$ cat src/include/music_settings.svh
`ifndef MUSIC_SETTINGS_SVH
`define MUSIC_SETTINGS_SVH

// index bits within one song
`define SONG_WIDTH 5

`define NOTE_WIDTH 6
`define DURATION_WIDTH 6
`define VOICE_SEL_WIDTH 1

// signed output of one voice
`define SAMPLE_WIDTH 16

// square wave level, both polarities
`define AMPLITUDE 8192

// clock cycles per beat
`define BEAT_TICKS 16

`define ROM_WORD_WIDTH 16

`endif

$ cat src/rtl/music_pkg.sv
`include "music_settings.svh"

package music_pkg;

    // note entry layout
    typedef struct packed {
        logic                          is_wait;
        logic [`NOTE_WIDTH-1:0]        note;
        logic [`DURATION_WIDTH-1:0]    duration;
        logic [`VOICE_SEL_WIDTH-1:0]   voice;
        logic [`ROM_WORD_WIDTH-`NOTE_WIDTH-`DURATION_WIDTH-`VOICE_SEL_WIDTH-2:0] spare;
    } note_view_t;

    // wait entry layout
    typedef struct packed {
        logic                                      is_wait;
        logic [`ROM_WORD_WIDTH-`DURATION_WIDTH-2:0] unused;
        logic [`DURATION_WIDTH-1:0]                wait_beats;
    } wait_view_t;

    // bit 15 tells which view is valid
    typedef union packed {
        note_view_t note_view;
        wait_view_t wait_view;
    } song_word_u;

    typedef enum logic [2:0] {
        PAUSED   = 3'b000,
        WAIT     = 3'b001,
        ADVANCE  = 3'b010,
        RETRIEVE = 3'b011,
        DISPATCH = 3'b100
    } reader_state_e;

endpackage

$ cat src/rtl/song_rom.sv
`timescale 1ns/1ps
`include "music_settings.svh"

module song_rom
    import music_pkg::*;
(
    input  logic                         clk,
    input  logic [`SONG_WIDTH+1:0]       rom_addr,
    output logic [`ROM_WORD_WIDTH-1:0]   rom_word
);

    localparam int NOTE_W = `NOTE_WIDTH;
    localparam int DUR_W = `DURATION_WIDTH;

    logic [`SONG_WIDTH+1:0] addr_q;
    logic [1:0]             sel;
    logic [`SONG_WIDTH-1:0] idx;
    logic [7:0]             pitch_sum;
    logic [7:0]             pitch_mod;
    logic [2:0]             dur_mod;
    logic [1:0]             beat_mod;
    song_word_u             entry;

    // one cycle of latency
    always_ff @(posedge clk) begin
        addr_q <= rom_addr;
    end

    assign sel = addr_q[`SONG_WIDTH+1:`SONG_WIDTH];
    assign idx = addr_q[`SONG_WIDTH-1:0];

    // contents follow from song and index
    always_comb begin
        pitch_sum = 8'd7 * 8'(sel) + 8'd5 * 8'(idx);
        pitch_mod = pitch_sum % 8'd62;
        dur_mod = 3'(idx % 5);
        beat_mod = 2'(idx % 3);
        entry = '0;
        if (idx[1:0] == 2'b11) begin
            entry.wait_view.is_wait = 1'b1;
            entry.wait_view.wait_beats = DUR_W'(beat_mod) + 1'b1;
        end else begin
            entry.note_view.is_wait = 1'b0;
            entry.note_view.note = NOTE_W'(pitch_mod + 8'd1);
            entry.note_view.duration = DUR_W'(dur_mod) + 1'b1;
            // odd entries go to voice b
            entry.note_view.voice = idx[0];
        end
    end

    assign rom_word = entry;

endmodule

$ cat src/rtl/song_reader.sv
`timescale 1ns/1ps
`include "music_settings.svh"

module song_reader
    import music_pkg::*;
(
    input  logic                          clk,
    input  logic                          rst_n,
    input  logic                          play,
    input  logic [1:0]                    song,
    input  logic [`ROM_WORD_WIDTH-1:0]    rom_word,
    output logic [`SONG_WIDTH+1:0]        rom_addr,
    output logic [`NOTE_WIDTH-1:0]        note,
    output logic [`DURATION_WIDTH-1:0]    duration,
    output logic                          load_a,
    output logic                          load_b,
    output logic                          song_done,
    output reader_state_e                 state
);

    localparam int TICK_WIDTH = $clog2(`BEAT_TICKS);
    localparam logic [TICK_WIDTH-1:0] LAST_TICK = TICK_WIDTH'(`BEAT_TICKS - 1);

    reader_state_e                next_state;
    logic [`SONG_WIDTH-1:0]       index;
    logic [`DURATION_WIDTH-1:0]   beats_left;
    logic [TICK_WIDTH-1:0]        tick;
    song_word_u                   entry;
    logic                         last_index;
    logic                         wait_over;
    logic                         dispatch_note;

    // song is picked up by the ROM address register in RETRIEVE
    assign rom_addr = {song, index};
    assign entry = rom_word;

    assign last_index = (index == {`SONG_WIDTH{1'b1}});
    assign wait_over = (beats_left <= 1) && (tick == LAST_TICK);

    always_comb begin
        next_state = state;
        case (state)
            PAUSED: begin
                next_state = play ? RETRIEVE : PAUSED;
            end
            RETRIEVE: begin
                next_state = play ? DISPATCH : PAUSED;
            end
            DISPATCH: begin
                if (!play) begin
                    next_state = PAUSED;
                end else if (entry.note_view.is_wait) begin
                    next_state = WAIT;
                end else begin
                    next_state = ADVANCE;
                end
            end
            WAIT: begin
                if (!play) begin
                    next_state = PAUSED;
                end else if (wait_over) begin
                    next_state = ADVANCE;
                end
            end
            ADVANCE: begin
                next_state = (play && !last_index) ? RETRIEVE : PAUSED;
            end
            default: begin
                next_state = PAUSED;
            end
        endcase
    end

    always_ff @(posedge clk or negedge rst_n) begin
        if (!rst_n) begin
            state <= PAUSED;
            index <= '0;
            beats_left <= '0;
            tick <= '0;
        end else begin
            state <= next_state;
            // entry is complete once here, so step even if play dropped
            // (index 31 wraps to 0 for the next song)
            if (state == ADVANCE) begin
                index <= index + 1'b1;
            end
            if (state == DISPATCH) begin
                beats_left <= entry.wait_view.wait_beats;
                tick <= '0;
            end else if (state == WAIT) begin
                if (tick == LAST_TICK) begin
                    tick <= '0;
                    beats_left <= beats_left - 1'b1;
                end else begin
                    tick <= tick + 1'b1;
                end
            end
        end
    end

    // no load when play drops in DISPATCH, entry is fetched again on resume
    assign dispatch_note = (state == DISPATCH) && play && !entry.note_view.is_wait;
    assign load_a = dispatch_note && (entry.note_view.voice == '0);
    assign load_b = dispatch_note && (entry.note_view.voice != '0);

    assign note = entry.note_view.note;
    assign duration = entry.note_view.duration;

    assign song_done = (state == ADVANCE) && last_index;

endmodule

$ cat src/rtl/voice_player.sv
`timescale 1ns/1ps
`include "music_settings.svh"

module voice_player (
    input  logic                                clk,
    input  logic                                rst_n,
    input  logic                                load,
    input  logic [`NOTE_WIDTH-1:0]              note,
    input  logic [`DURATION_WIDTH-1:0]          duration,
    output logic signed [`SAMPLE_WIDTH-1:0]     sample,
    output logic                                active
);

    localparam int TICK_W = $clog2(`BEAT_TICKS);
    localparam int REMAIN_W = `DURATION_WIDTH + TICK_W;
    localparam int HALF_W = `NOTE_WIDTH + 1;
    localparam logic [REMAIN_W-1:0] TICKS_PER_BEAT = REMAIN_W'(`BEAT_TICKS);
    localparam logic [HALF_W-1:0] HALF_BASE = HALF_W'(2 ** `NOTE_WIDTH);
    localparam logic signed [`SAMPLE_WIDTH-1:0] AMP = `AMPLITUDE;

    logic [HALF_W-1:0]     half_len;
    logic [HALF_W-1:0]     half_cnt;
    logic [REMAIN_W-1:0]   remain;
    logic                  polarity;

    // higher note, shorter half period
    always_ff @(posedge clk) begin
        if (load) begin
            half_len <= HALF_BASE - HALF_W'(note);
        end
    end

    always_ff @(posedge clk or negedge rst_n) begin
        if (!rst_n) begin
            remain <= '0;
            half_cnt <= '0;
            polarity <= 1'b0;
        end else if (load) begin
            // restarts even while playing
            remain <= REMAIN_W'(duration) * TICKS_PER_BEAT;
            half_cnt <= '0;
            polarity <= 1'b1;
        end else if (remain != '0) begin
            remain <= remain - 1'b1;
            if (half_cnt == half_len - 1'b1) begin
                half_cnt <= '0;
                polarity <= ~polarity;
            end else begin
                half_cnt <= half_cnt + 1'b1;
            end
        end
    end

    assign active = (remain != '0);

    // silent once the duration has run out
    always_comb begin
        if (!active) begin
            sample = '0;
        end else if (polarity) begin
            sample = AMP;
        end else begin
            sample = -AMP;
        end
    end

endmodule

$ cat src/rtl/sample_mixer.sv
`timescale 1ns/1ps
`include "music_settings.svh"

module sample_mixer (
    input  logic                                clk,
    input  logic                                rst_n,
    input  logic signed [`SAMPLE_WIDTH-1:0]     sample_a,
    input  logic signed [`SAMPLE_WIDTH-1:0]     sample_b,
    output logic signed [`SAMPLE_WIDTH:0]       mix_out
);

    logic signed [`SAMPLE_WIDTH:0] sum;

    // one extra bit, so the sum cannot overflow
    assign sum = {sample_a[`SAMPLE_WIDTH-1], sample_a}
               + {sample_b[`SAMPLE_WIDTH-1], sample_b};

    always_ff @(posedge clk or negedge rst_n) begin
        if (!rst_n) begin
            mix_out <= '0;
        end else begin
            mix_out <= sum;
        end
    end

endmodule

$ cat src/rtl/music_player.sv
`timescale 1ns/1ps
`include "music_settings.svh"

module music_player
    import music_pkg::*;
(
    input  logic                                clk,
    input  logic                                rst_n,
    input  logic                                play,
    input  logic [1:0]                          song,
    output logic                                song_done,
    output logic signed [`SAMPLE_WIDTH:0]       mix_out,
    output logic                                active_a,
    output logic                                active_b,
    output logic [`NOTE_WIDTH-1:0]              note,
    output logic [`DURATION_WIDTH-1:0]          duration,
    output logic                                load_a,
    output logic                                load_b
);

    logic [`SONG_WIDTH+1:0]              rom_addr;
    logic [`ROM_WORD_WIDTH-1:0]          rom_word;
    logic signed [`SAMPLE_WIDTH-1:0]     sample_a;
    logic signed [`SAMPLE_WIDTH-1:0]     sample_b;
    // reader status, watched from the testbench
    reader_state_e                       reader_state;

    song_rom rom_i (
        .clk      (clk),
        .rom_addr (rom_addr),
        .rom_word (rom_word)
    );

    song_reader reader_i (
        .clk       (clk),
        .rst_n     (rst_n),
        .play      (play),
        .song      (song),
        .rom_word  (rom_word),
        .rom_addr  (rom_addr),
        .note      (note),
        .duration  (duration),
        .load_a    (load_a),
        .load_b    (load_b),
        .song_done (song_done),
        .state     (reader_state)
    );

    // both voices see the same note, only the load differs
    voice_player voice_a_i (
        .clk      (clk),
        .rst_n    (rst_n),
        .load     (load_a),
        .note     (note),
        .duration (duration),
        .sample   (sample_a),
        .active   (active_a)
    );

    voice_player voice_b_i (
        .clk      (clk),
        .rst_n    (rst_n),
        .load     (load_b),
        .note     (note),
        .duration (duration),
        .sample   (sample_b),
        .active   (active_b)
    );

    sample_mixer mixer_i (
        .clk      (clk),
        .rst_n    (rst_n),
        .sample_a (sample_a),
        .sample_b (sample_b),
        .mix_out  (mix_out)
    );

endmodule

$ cat config.mk
export PLATFORM = sky130hd
export DESIGN_NAME = music_player
export DESIGN_NICKNAME = d
export VERILOG_FILES = /design/src/rtl/music_pkg.sv /design/src/rtl/song_rom.sv /design/src/rtl/song_reader.sv /design/src/rtl/voice_player.sv /design/src/rtl/sample_mixer.sv /design/src/rtl/music_player.sv
export VERILOG_INCLUDE_DIRS = /design/src /design/src/include
export SDC_FILE = /design/constraint.sdc
export NUM_CORES = 1
export LEC_CHECK = 0
export ABC_AREA = 1
export ABC_CLOCK_PERIOD_IN_PS = 5040
export BUFFER_PORTS_ARGS = -buffer_cell sky130_fd_sc_hd__buf_2
export CAP_MARGIN = 20
export CORE_MARGIN = 2
export CORE_UTILIZATION = 50
export DETAILED_ROUTE_END_ITERATION = 8
export GPL_ROUTABILITY_DRIVEN = 0
export PLACE_DENSITY_LB_ADDON = 0.1
export REMOVE_ABC_BUFFERS = 1
export SYNTH_ARGS = -nofsm -noshare
export SYNTH_HDL_FRONTEND = slang
export SYNTH_SLANG_ARGS = --single-unit
$ cat constraint.sdc
create_clock -name clk -period 5.04 [get_ports clk]
set_input_delay 1.008 -clock clk [delete_from_list [all_inputs] [get_ports clk]]
set_output_delay 1.008 -clock clk [all_outputs]
set_load 0.02 [all_outputs]
After elaboration in Yosys (flattened, before gate mapping)
Cells that the tools add are included.
{ "word_totals": {"regBits": 92, "output_inout_bits": 34} }
{ "op_classes": {"addsub": 15, "multipliers": 2, "n_div": 3, "n_lt_le_gt_ge": 1, "n_eq_ne": 10, "n_mux": 38, "n_bitwise": 3, "reduce_logical": 21} }
{ "ops": {"columns": ["cell", "n"], "rows": [
  ["16-bit 2-to-1 mux", 4],
  ["7-bit 2-to-1 mux", 6],
  ["10-bit 2-to-1 mux", 4],
  ["5-bit by 2-bit remainder unit with 32-bit output (second input constant)", 1],
  ["5-bit by 3-bit remainder unit with 32-bit output (second input constant)", 1],
  ["10-bit nonzero test", 2],
  ["10-bit by 1-bit subtractor with 10-bit output (second input constant)", 2],
  ["6-bit 2-to-1 mux", 3],
  ["16-bit by 16-bit adder with 17-bit output", 1],
  ["4-bit 2-to-1 mux", 4],
  ["3-bit one-hot mux with 5 select lines", 1],
  ["7-bit by 1-bit adder with 7-bit output (second input constant)", 2],
  ["7-bit == test", 2],
  ["7-bit by 1-bit subtractor with 7-bit output (second input constant)", 2],
  ["3-bit 2-to-1 mux", 4],
  ["2-bit nonzero test", 6],
  ["9-bit 2-to-1 mux", 1],
  ["5-bit by 8-bit adder with 8-bit output", 1],
  ["8-bit by 6-bit remainder unit with 8-bit output (second input constant)", 1],
  ["3-bit by 5-bit multiplier with 8-bit output (first input constant)", 1],
  ["2-bit 2-to-1 mux", 4],
  ["1-bit logical AND", 7],
  ["1-bit 2-to-1 mux", 7],
  ["7-bit by 6-bit subtractor with 7-bit output (first input constant)", 1],
  ["other kinds (19)", 25]
]} }

Longest topological paths before layout
Gate-level depths: netlist of run 1.
{ "logic_depth": {"ltp_word": 7, "depth_mapped": 31} }

By module
A second synthesis of run 1 with hierarchy kept.
{ "hier_totals": {"cells_unflattened": 1139, "area_unflattened_um2": 8079.0} }
{ "modules_own_cells": {"columns": ["mod", "instances", "cells_each", "area_per_inst_um2", "seq_area_each_um2"], "rows": [
  ["voice_player", 2, 228, 1752.9, 660.6],
  ["song_rom", 1, 320, 1979.4, 140.1],
  ["sample_mixer", 1, 212, 1436.4, 425.4],
  ["song_reader", 1, 151, 1157.4, 450.4]
]} }

Least setup slack after synthesis of run 1
No wires, ideal clock.
{ "synth_timing": {"kind": "register -> output", "start": "reg rom_i.addr_q[4]", "end": "out load_a", "arrival_time_ns": 4.119, "required_time_ns": 4.032, "setup_slack_ns": -0.087, "path_stages_with_launch": 25, "n_path_buf": 0, "path_cell_list": "dfxtp_1 nor2_1 nand2_1 inv_1 ha_1 nor2_1 o21ai_2 inv_2 nand2_1 o21ai_0 ha_1 nor2_1 nand4_1 xor2_1 inv_1 ha_1 inv_1 nand4_1 a2111oi_0 nand3_1 xor2_1 ha_1 o21ai_0 nand2_1 clkinv_1"} }
{ "synth_between": {"elab_chain_len": 5} }
{ "synth_rtl": {"columns": ["item", "line", "text"], "rows": [
  ["start: declaration", "song_rom.sv:15", "logic [`SONG_WIDTH+1:0] addr_q;"],
  ["start signal: assignment", "song_rom.sv:26", "addr_q <= rom_addr;"],
  ["5-bit by 2-bit remainder unit with 32-bit output", "song_rom.sv:37", "beat_mod = 2'(idx % 3);"],
  ["2-bit by 1-bit adder with 3-bit output", "song_rom.sv:41", "entry.wait_view.wait_beats = DUR_W'(beat_mod) + 1'b1;"],
  ["4-bit 2-to-1 mux", "song_rom.sv:39", "if (idx[1:0] == 2'b11) begin"],
  ["1-bit inverter", "song_reader.sv:103", "assign load_a = dispatch_note && (entry.note_view.voice == '0);"],
  ["1-bit logical AND", "song_reader.sv:103", null],
  ["end: declaration", "music_player.sv:17", "output logic load_a,"]
]} }
No other way between the ends.

Final worst setup path of run 1
{ "layout_timing": {"start": "reg rom_i.addr_q[2]", "end": "out note[5]"} }
{ "layout_between": {"elab_chain_len": 5} }
{ "layout_rtl": {"columns": ["item", "line", "text"], "rows": [
  ["3-bit by 5-bit multiplier with 8-bit output", "song_rom.sv:34", "pitch_sum = 8'd7 * 8'(sel) + 8'd5 * 8'(idx);"],
  ["5-bit by 8-bit adder with 8-bit output", "song_rom.sv:34", null],
  ["8-bit by 6-bit remainder unit with 8-bit output", "song_rom.sv:35", "pitch_mod = pitch_sum % 8'd62;"],
  ["6-bit by 1-bit adder with 6-bit output", "song_rom.sv:44", "entry.note_view.note = NOTE_W'(pitch_mod + 8'd1);"],
  ["9-bit 2-to-1 mux", "song_rom.sv:39", null],
  ["end: declaration", "music_player.sv:15", "output logic [`NOTE_WIDTH-1:0] note,"]
]} }
No other way between the ends.

==> run metrics, run 1 <==
status complete, but fails checks; failing checks negative setup slack; RSZ-0062 raised after global routing yes; Slew headroom around 53%; layout cells sized above 1 25.1%; post-synthesis sequential area ratio between 30% and 40%; actual slew at the worst max-slew pin approximately 0.70 ns; PortBufs 23; die area 0.0124 mm2; Nets ~880; Synth Cell Area a little under 0.006 mm2; WL per Instance roughly 13 um; compound-gate portion of the synthesized area 8.73%; CP endpoint kind output port; slack of the critical path -0.296 ns; Final Hold Viols 0; width of the die ~110 um; Fillers 972; Yosys reg bits roughly 80; Slew Limit Fails 0; Mapped Cells 735; Worst path slowest cell fa_1; CP startpoint kind flop; Worst Skew just over 0.007 ns; Hold Crit Class reg2reg; Max-Cap Viols 0; dominant combinational cell family by area after synthesis simple AND/OR/NAND/NOR gates; top cell type's share of synthesized area 24.7%; Antenna Nets Post-Route 0; Yosys warnings 0; grt total ovfl 0; Synth Area in Simple Gates a little over a quarter; Ant. Diodes 0; Post-synth top cells nand2_1, inv_1, nor2_1; Post-synth ARST share between 70% and 80%; antenna violations before repair 0; average vias per placed instance 5.13; Avg Inst Size Synth approximately 8 um2; Worst EP required about 4.0 ns; vias between 4000 and 5000; DRC 0; number of flops mapped to enable cells by yosys 14; area delta synth->final 24.2%; dpl hpwl approximately 9.5 mm; CTS max path bufs 2; final wirelength ~13 mm; FP Rows 39; WP data arrival 4.33 ns; Synth Flop Type dfrtp_1; synth unique cells 55; total CTS buffers 9; vias in the first global route roughly 4800; CTS Hold Bufs 0; XOR/XNOR Fraction of Synth Area 7.60%; CTS tree built; Final Setup Violations 5; CTS root buffer clkbuf_16; delay-heaviest family, CP adder cells; hold slack between 0.4 and 0.5 ns; Die H about 110 um; Worst Path Buf+Inv 4; Initial DRC Count 235; Final Cycle Share 106%; mux cell area share after synthesis less than 1%; clk slew on worst S/H paths around 0.060 ns; Initial Util roughly 51%; crit-path max FO 4; H-tree depth 3; pre-CTS WS -0.125 ns; Largest stage delay, worst path 0.54 ns; fmax ~190 MHz; top-count cell post-synth nand2_1; Tmin final about 5.3 ns; Synth area leaders dfrtp_1, ha_1, nand2_1, edfxtp_1, inv_1; IO Pins 39; drt first pass iters 4; Num Clock Sinks 78; area leader, netlist dfrtp_1; core region area ~0.011 mm2; Crit Path Class reg2out; first-pass GRT wire length between 20 and 25 mm; critical path, cell by cell ha_4 -> ha_4 -> fa_1 -> inv_2 -> fa_2 -> inv_2 -> nand3_2 -> nand3b_1 -> nand2_2 -> nor2_4 -> buf_6 -> nand3_2 -> a21oi_4 -> nor2_4 -> ha_4 -> xor2_1 -> nand2_1 -> nand2_2 -> nor2_4 -> nand3_2 -> nand2_2 -> nand2_2 -> nor2_4 -> buf_6; worst skew pair latency about 0.34 ns; Tot GR Track Use a little over a fifth; adder-cell share of the synthesized area 11.7%; largest net degree at the start of global routing 46
## cells in the final DEF (no fill, tap or decap), types with 3 or more instances in the layout
cell / count
nand3b_1: 3
dfrtp_1: 57
nand4_1: 12
nand3_4: 3
fa_1: 4
and3_1: 3
buf_6: 8
ha_1: 30
nor4_1: 4
xnor2_1: 14
o21ai_2: 5
inv_2: 14
conb_1: 15
buf_2: 16
o211ai_1: 3
ha_4: 13
edfxtp_1: 14
nor2_4: 12
o21ai_0: 22
nand3_2: 10
nand2_1: 107
a21oi_1: 23
inv_1: 91
nor2_1: 76
o21ai_1: 5
nor3_1: 19
nand2_4: 3
ha_2: 3
xor2_1: 34
or2_2: 3
o22ai_1: 4
clkbuf_16: 9
clkinvlp_4: 4
buf_4: 55
nand2_2: 26
nand3_1: 53
dfxtp_1: 3
## worst reg2reg max path, delay by kind of cell, from the launching register on
kind                       cells  cell delay, ns
xor gates and xnor gates       1            0.21
AOI/OAI and AO/OA              6            0.75
adders and majority gates      4            0.70
and+or+nand+nor               13            1.59
buffers and inverters          8            0.85
DFF                            1            0.39
## sequential cells by signal, summed over array words and instances (netlist names)
name,flops
voice_a_i.polarity,1
rom_i.addr_q,7
voice_b_i.remain,10
voice_a_i.half_len,7
voice_b_i.half_cnt,7
voice_b_i.polarity,1
voice_a_i.half_cnt,7
reader_i.tick,4
reader_i.index,5
mixer_i.mix_out,3
voice_a_i.remain,10
reader_i.beats_left,6
reader_i.state,3
voice_b_i.half_len,7
## routing by layer
layer  GRT usage, %  part of all wire [%]  up-vias
li1               -                     -     2553
met1           26.1                    45     2332
met2           37.0                    51       70
met4           7.00                   1.6        0
met5              0                     0        -
met3           2.99                   2.4       15
## what timing repair did
item	CTS	global route
endpoints found under the setup margin	10	21
buffers inserted	8	17
resized for setup	55	59
pin swaps	29	38
## stage by stage
stage          instance area [um2]  TNS [ns]  std cells  util, %
4_1_cts                       6840    -0.188        951     60.4
6_report                      7160    -0.861        968     63.3
3_3_place_gp                  6210   -0.0490        927     54.9
5_1_grt                       7160     -2.55        968     63.3
2_1_floorplan                 5680    -0.234        730        -
3_5_place_dp                  6210    -0.409        927     54.9
## final cells by class
type	instances	area, um2	share of cell area, %
clock inverters	7	75.1	1.05
inverters	108	412	5.75
multi-input cells	544	3690	51.5
well taps	143	179	2.50
clock buffers	9	225	3.14
flip-flops and latches	78	2000	27.9
repair buffers	79	583	8.14
## cells by family (layout without fill, tap and decap cells)
| family | Yosys count | in the layout |
|---|---|---|
| adder cells (fa/ha/maj) | 51 | 51 |
| AND/OR/NAND/NOR | 342 | 342 |
| XOR/XNOR | 50 | 50 |
| other | 1 | 15 |
| flip-flops | 78 | 78 |
| multiplexers | 4 | 4 |
| AO/OA/AOI/OAI | 82 | 82 |
| buffers and inverters | 127 | 203 |
## final timing paths
path,startpoint,endpoint,slack (ns),cells after the start
max,rom_i.addr_q[2],note[5],-0.30,24
min,reader_i.index[4],rom_i.addr_q[4],0.40,0
max reg2reg,rom_i.addr_q[3],voice_b_i.half_cnt[6],0.46,32
min reg2reg,reader_i.index[4],rom_i.addr_q[4],0.40,0
max in group asynchronous,rst_n,reader_i.tick[0],3.60,2
min in group asynchronous,rst_n,voice_b_i.half_cnt[6],0.55,1
Power of run 1 is left out: the tool's default activity adds up to more than one toggle a clock period on the data nets, which glitch-free logic cannot reach.
==> inputs of run 2 (changes only) <==
- RECOVER_POWER: unset -> 100
==> run metrics, run 2 (synthesized netlist as in run 1, its figures left out) <==
Num Clock Sinks 78; WP data arrival 4.32 ns; CP startpoint kind flop; antenna violations before repair 0; Die H about 110 um; die area 0.0124 mm2; slack of the critical path -0.292 ns; clk slew on worst S/H paths 0.06 ns; Slew headroom -62.2%; Worst path slowest cell fa_1; DRC 0; worst skew pair latency roughly 0.34 ns; Hold Crit Class reg2reg; core region area 0.0113 mm2; hold_sp reader_i.index[4]; average vias per placed instance roughly 5.1; Final Setup Violations 5; Tmin final around 5.3 ns; status complete, but fails checks; Tot GR Track Use about a fifth; crit-path max FO 4; Reg-to-Reg End voice_a_i.half_cnt[3]; Worst Path Buf+Inv 5; biggest regs voice_a_i.remain x10, voice_b_i.remain x10; r2r setup slk ~0.1 ns; RSZ-0062 raised after global routing yes; Initial DRC Count 240; RR Startpoint rom_i.addr_q[3]; WL per Instance between 10 and 15 um; Antenna Nets Post-Route 0; Largest stage delay, worst path about 0.54 ns; vias a little under 5000; grt total ovfl 0; worst r2r path cells 31; CTS tree built; drt first pass iters 4; post-route non-filler standard cell count 968; dpl hpwl around 9.5 mm; CTS root buffer clkbuf_16; Initial Util 50.9%; IO Pins 39; failing checks max-capacitance violations, max-slew violations, negative setup slack; CTS Hold Bufs 0; Worst Skew ~0.0084 ns; Setup Total Neg Slack -0.836 ns; Max-Cap Viols 1; DP Cell Count between 900 and 1000; actual slew at the worst max-slew pin approximately 2.4 ns; Final Hold Viols 0; Nets a little under 900; final wirelength roughly 13 mm; highest-count cells in the layout ignoring fill and taps nand2_1, inv_1, nor2_1; vias in the first global route 4765; FP Rows 39; critical path, cell by cell ha_4 -> ha_4 -> fa_1 -> inv_2 -> fa_2 -> inv_2 -> nand3_2 -> nand3b_1 -> nand2_2 -> nor2_4 -> buf_6 -> nand3_2 -> a21oi_4 -> nor2_4 -> ha_4 -> inv_1 -> nand2_2 -> nand2_4 -> nor2_4 -> nand3_2 -> nand2_2 -> nand2_2 -> nor2_4 -> buf_6; PortBufs 23; area delta synth->final 23.6%; Final Cycle Share 106%; fmax 188 MHz; pre-CTS WS -0.125 ns; Hold EP rom_i.addr_q[4]; total CTS buffers 9; first-pass GRT wire length between 20 and 25 mm; Crit Path Class reg2out; delay-heaviest family, CP adder cells; H-tree depth 3; Worst EP required ~4.0 ns; Slew Limit Fails 46; width of the die 111 um; largest net degree at the start of global routing 46; CP endpoint kind output port; Worst Hold Path Cells 0; CTS max path bufs 2; layout cells sized above 1 between 20 and 25%; Ant. Diodes 0; most common cell after layout, fill and taps aside nand2_1
## run 2: changes by cell type in the layout (fill, tap and decap cells not counted), sizes merged
cell | previous run | this run
buf | 79 | 66
clkbuf | 9 | 22
## run 2: layout make-up
type	instances	area [um2]
clock buffer	9	225
clock inverter	7	75.1
fill	986	4200
multi-input combinational	544	3680
sequential	78	2000
timing repair buffer	79	559
inverter	108	412
tap	143	179
## run 2: what timing repair did
item / CTS / global route
pin swaps: 29 / 38
resized for setup: 55 / 59
endpoints found under the setup margin: 10 / 21
buffers inserted: 8 / 17
## run 2: worst reg2reg max path, delay by kind of cell (launching register included)
kind / cells / cell delay [ns]
AO/OA/AOI/OAI: 4 / 0.64
XOR/XNOR: 3 / 0.57
adder cells (fa/ha/maj): 4 / 0.70
buffers and inverters: 7 / 0.92
flip-flops: 1 / 0.39
AND/OR/NAND/NOR: 13 / 1.64
## run 2: through the flow
stage | utilization, % | area (um2) | hold WS [ns]
after floorplan | - | 5680 | 0.368
after global placement | 54.9 | 6210 | 0.374
after detailed placement | 54.9 | 6210 | 0.386
after CTS | 60.4 | 6840 | 0.394
after global routing | 62.9 | 7120 | 0.419
final | 62.9 | 7120 | 0.401
## run 2: worst max path at each step
stage,from,to,cells after the start
global route,rom_i.addr_q[2],note[5],24
finish,rom_i.addr_q[2],note[5],24
floorplan,rom_i.addr_q[4],load_a,24
CTS,rom_i.addr_q[2],note[5],23
global placement,rom_i.addr_q[0],note[4],28
detailed placement,rom_i.addr_q[0],note[4],28
## run 2: layer usage
metal | up-vias | global-route usage [%] | share of wire [%]
li1 | 2557 | - | -
met1 | 2331 | 26.1 | 45
met2 | 65 | 37.0 | 51
met3 | 15 | 2.99 | 2.6
met4 | 0 | 7.00 | 1.6
met5 | - | 0 | 0
Power of run 2 is left out for the same reason.
==> inputs of run 3 (changes only) <==
- SYNTH_HIERARCHICAL: unset -> 1
==> run metrics, run 3 <==
Yosys warnings 6; Mapped Cells around 1100; synth unique cells 50; biggest regs mixer_i/mix_out x17, voice_a_i/remain x10, voice_b_i/remain x10; Synth Flop Type dfrtp_1; largest net degree at the start of global routing 72; die area roughly 0.017 mm2; IO Pins 39; Largest stage delay, worst path approximately 0.57 ns; core region area 0.0158 mm2; antenna violations before repair 0; grt total ovfl 0; hold slack 0.408 ns; Tot GR Track Use a little over a fifth; Critical Path Source rom_i/addr_q[0]; status complete, but fails checks; M2 GR Usage a little over a third; vias just under 7000; most common cell after layout, fill and taps aside nand2_1; hold_sp reader_i/index[4]; multi-input logic area roughly 0.0051 mm2; average vias per placed instance roughly 4.8; actual slew at the worst max-slew pin between 1.5 and 2 ns; Ant. Diodes 0; post-synthesis sequential area ratio between 20% and 30%; clk slew on worst S/H paths about 0.070 ns; GR Layer Usage met3 approximately 2.6%; CTS Hold Bufs 0; Largest register FFs 17; Final Hold Viols 0; Setup Total Neg Slack -1.57 ns; top-count cell post-synth nand2_1; CTS root buffer clkbuf_16; Hold Crit Class reg2reg; vias in the first global route ~6700; pre-CTS WS -0.217 ns; number of flops mapped to enable cells by yosys 14; Slew Limit Fails between 70 and 80; Fillers 1501; Antenna Nets Post-Route 0; CTS max path bufs 2; CP endpoint kind output port; WL per Instance between 10 and 15 um; total CTS buffers 9; busiest grt layer met2; final wirelength 17.4 mm; Biggest register mixer_i/mix_out; Tmin final around 5.4 ns; Worst Skew just under 0.005 ns; RR Startpoint rom_i/addr_q[0]; RSZ-0062 raised after global routing yes; worst skew pair latency roughly 0.36 ns; CP startpoint kind flop; FP Rows 46; Crit Path Class reg2out; DRC 0; failing checks max-capacitance violations, max-slew violations, negative setup slack; Post-synth top cells nand2_1, inv_1, nand3_1; Nets approximately 1300; Slew headroom -23.1%; Die H about 130 um; width of the die between 100 and 150 um; Final Cycle Share 108%; FF+latch area ~0.0023 mm2; drt first pass iters 7; Num Clock Sinks 92; fmax roughly 180 MHz; most frequent CP cell inv_2; CTS tree built; area leader, netlist dfrtp_1; Post-synth ARST share just under 80%; area delta synth->final 16.3%; Initial DRC Count 331; Final Setup Violations 6; layout cells sized above 1 23.5%; Worst path slowest cell fa_2; PortBufs 36; top cell type's share of synthesized area between 20 and 25%; H-tree depth 3; GR Util met1 a little over a quarter; crit-path max FO 5; slack of the critical path -0.382 ns; Max-Cap Viols 1; Synth area leaders dfrtp_1, nand2_1, ha_1, inv_1, nand3_1; highest-count cells in the layout ignoring fill and taps nand2_1, inv_1, nand3_1; Avg Inst Size Synth 7.09 um2; WP data arrival 4.41 ns; Yosys reg bits between 90 and 100; Synth Cell Area 0.00808 mm2; Worst EP required between 4 and 5 ns; dpl hpwl around 13 mm; Initial Util between 50% and 60%; first-pass GRT wire length 29.9 mm
## run 3: changes by cell type after synthesis, moves of 6 or more
cell | previous run | this run
nand2_1 | 125 | 296
inv_1 | 102 | 180
nand3_1 | 61 | 92
buf_4 | 16 | 46
nand2_2 | 11 | 34
ha_1 | 46 | 64
dfrtp_1 | 57 | 71
inv_2 | 4 | 18
nor2_2 | 4 | 18
a21oi_1 | 24 | 33
nor3_1 | 19 | 10
xnor2_1 | 16 | 10
xor2_1 | 34 | 28
## run 3: timing repair
| item | CTS | global route |
|---|---|---|
| pin swaps | 38 | 37 |
| setup endpoints to repair | 9 | 40 |
| setup buffers | 13 | 8 |
| gates resized for setup | 67 | 60 |
## run 3: cell families after synthesis
family                   after synthesis  share of synthesized area [%]
buffers and inverters                256                           14.7
adder cells (fa/ha/maj)               68                           10.9
multiplexers                           1                          0.139
flip-flops                            92                           28.9
AO/OA/AOI/OAI                         95                           6.88
XOR/XNOR                              39                           4.32
AND/OR/NAND/NOR                      585                           34.0
other                                  3                          0.139
## run 3: worst max-delay path: cells and delay by family, from the launching register on
family	cells	cell delay [ns]
and+or+nand+nor	17	1.61
adders and majority gates	6	1.70
buffers and inverters	7	0.42
DFF	1	0.34
## run 3: path summary, 6_finish.rpt
kind,endpoint,cells after the start,slack [ns]
max,note[4],30,-0.38
min,rom_i/addr_q[4],0,0.41
max reg2reg,voice_b_i/half_len[4],32,0.19
min reg2reg,rom_i/addr_q[4],0,0.41
max in group asynchronous,reader_i/index[3],1,2.80
min in group asynchronous,voice_a_i/half_cnt[4],1,1.13
## run 3: cell type report
type | count | area share, %
Sequential cell | 92 | 24.9
Multi-Input combinational cell | 816 | 53.8
Clock inverter | 4 | 0.320
Tap cell | 216 | 2.88
Clock buffer | 12 | 2.73
Timing Repair Buffer | 97 | 7.25
Inverter | 201 | 8.11
## run 3: routing by layer
metal	wire length, um	share of wire (%)	up-vias
li1	-	-	3668
met1	8300	48	3170
met2	8370	48	91
met3	399	2.3	23
met4	318	1.8	0
met5	0	0	-
## run 3: per-stage QoR
step           instance area, um2  cells  utilization, %
6_report                     9390   1438            59.4
5_1_grt                      9390   1438            59.4
4_1_cts                      9170   1432            58.0
3_5_place_dp                 8520   1404            53.8
3_3_place_gp                 8520   1404            53.8
2_1_floorplan                7750   1109               -
Power of run 3 is left out for the same reason.
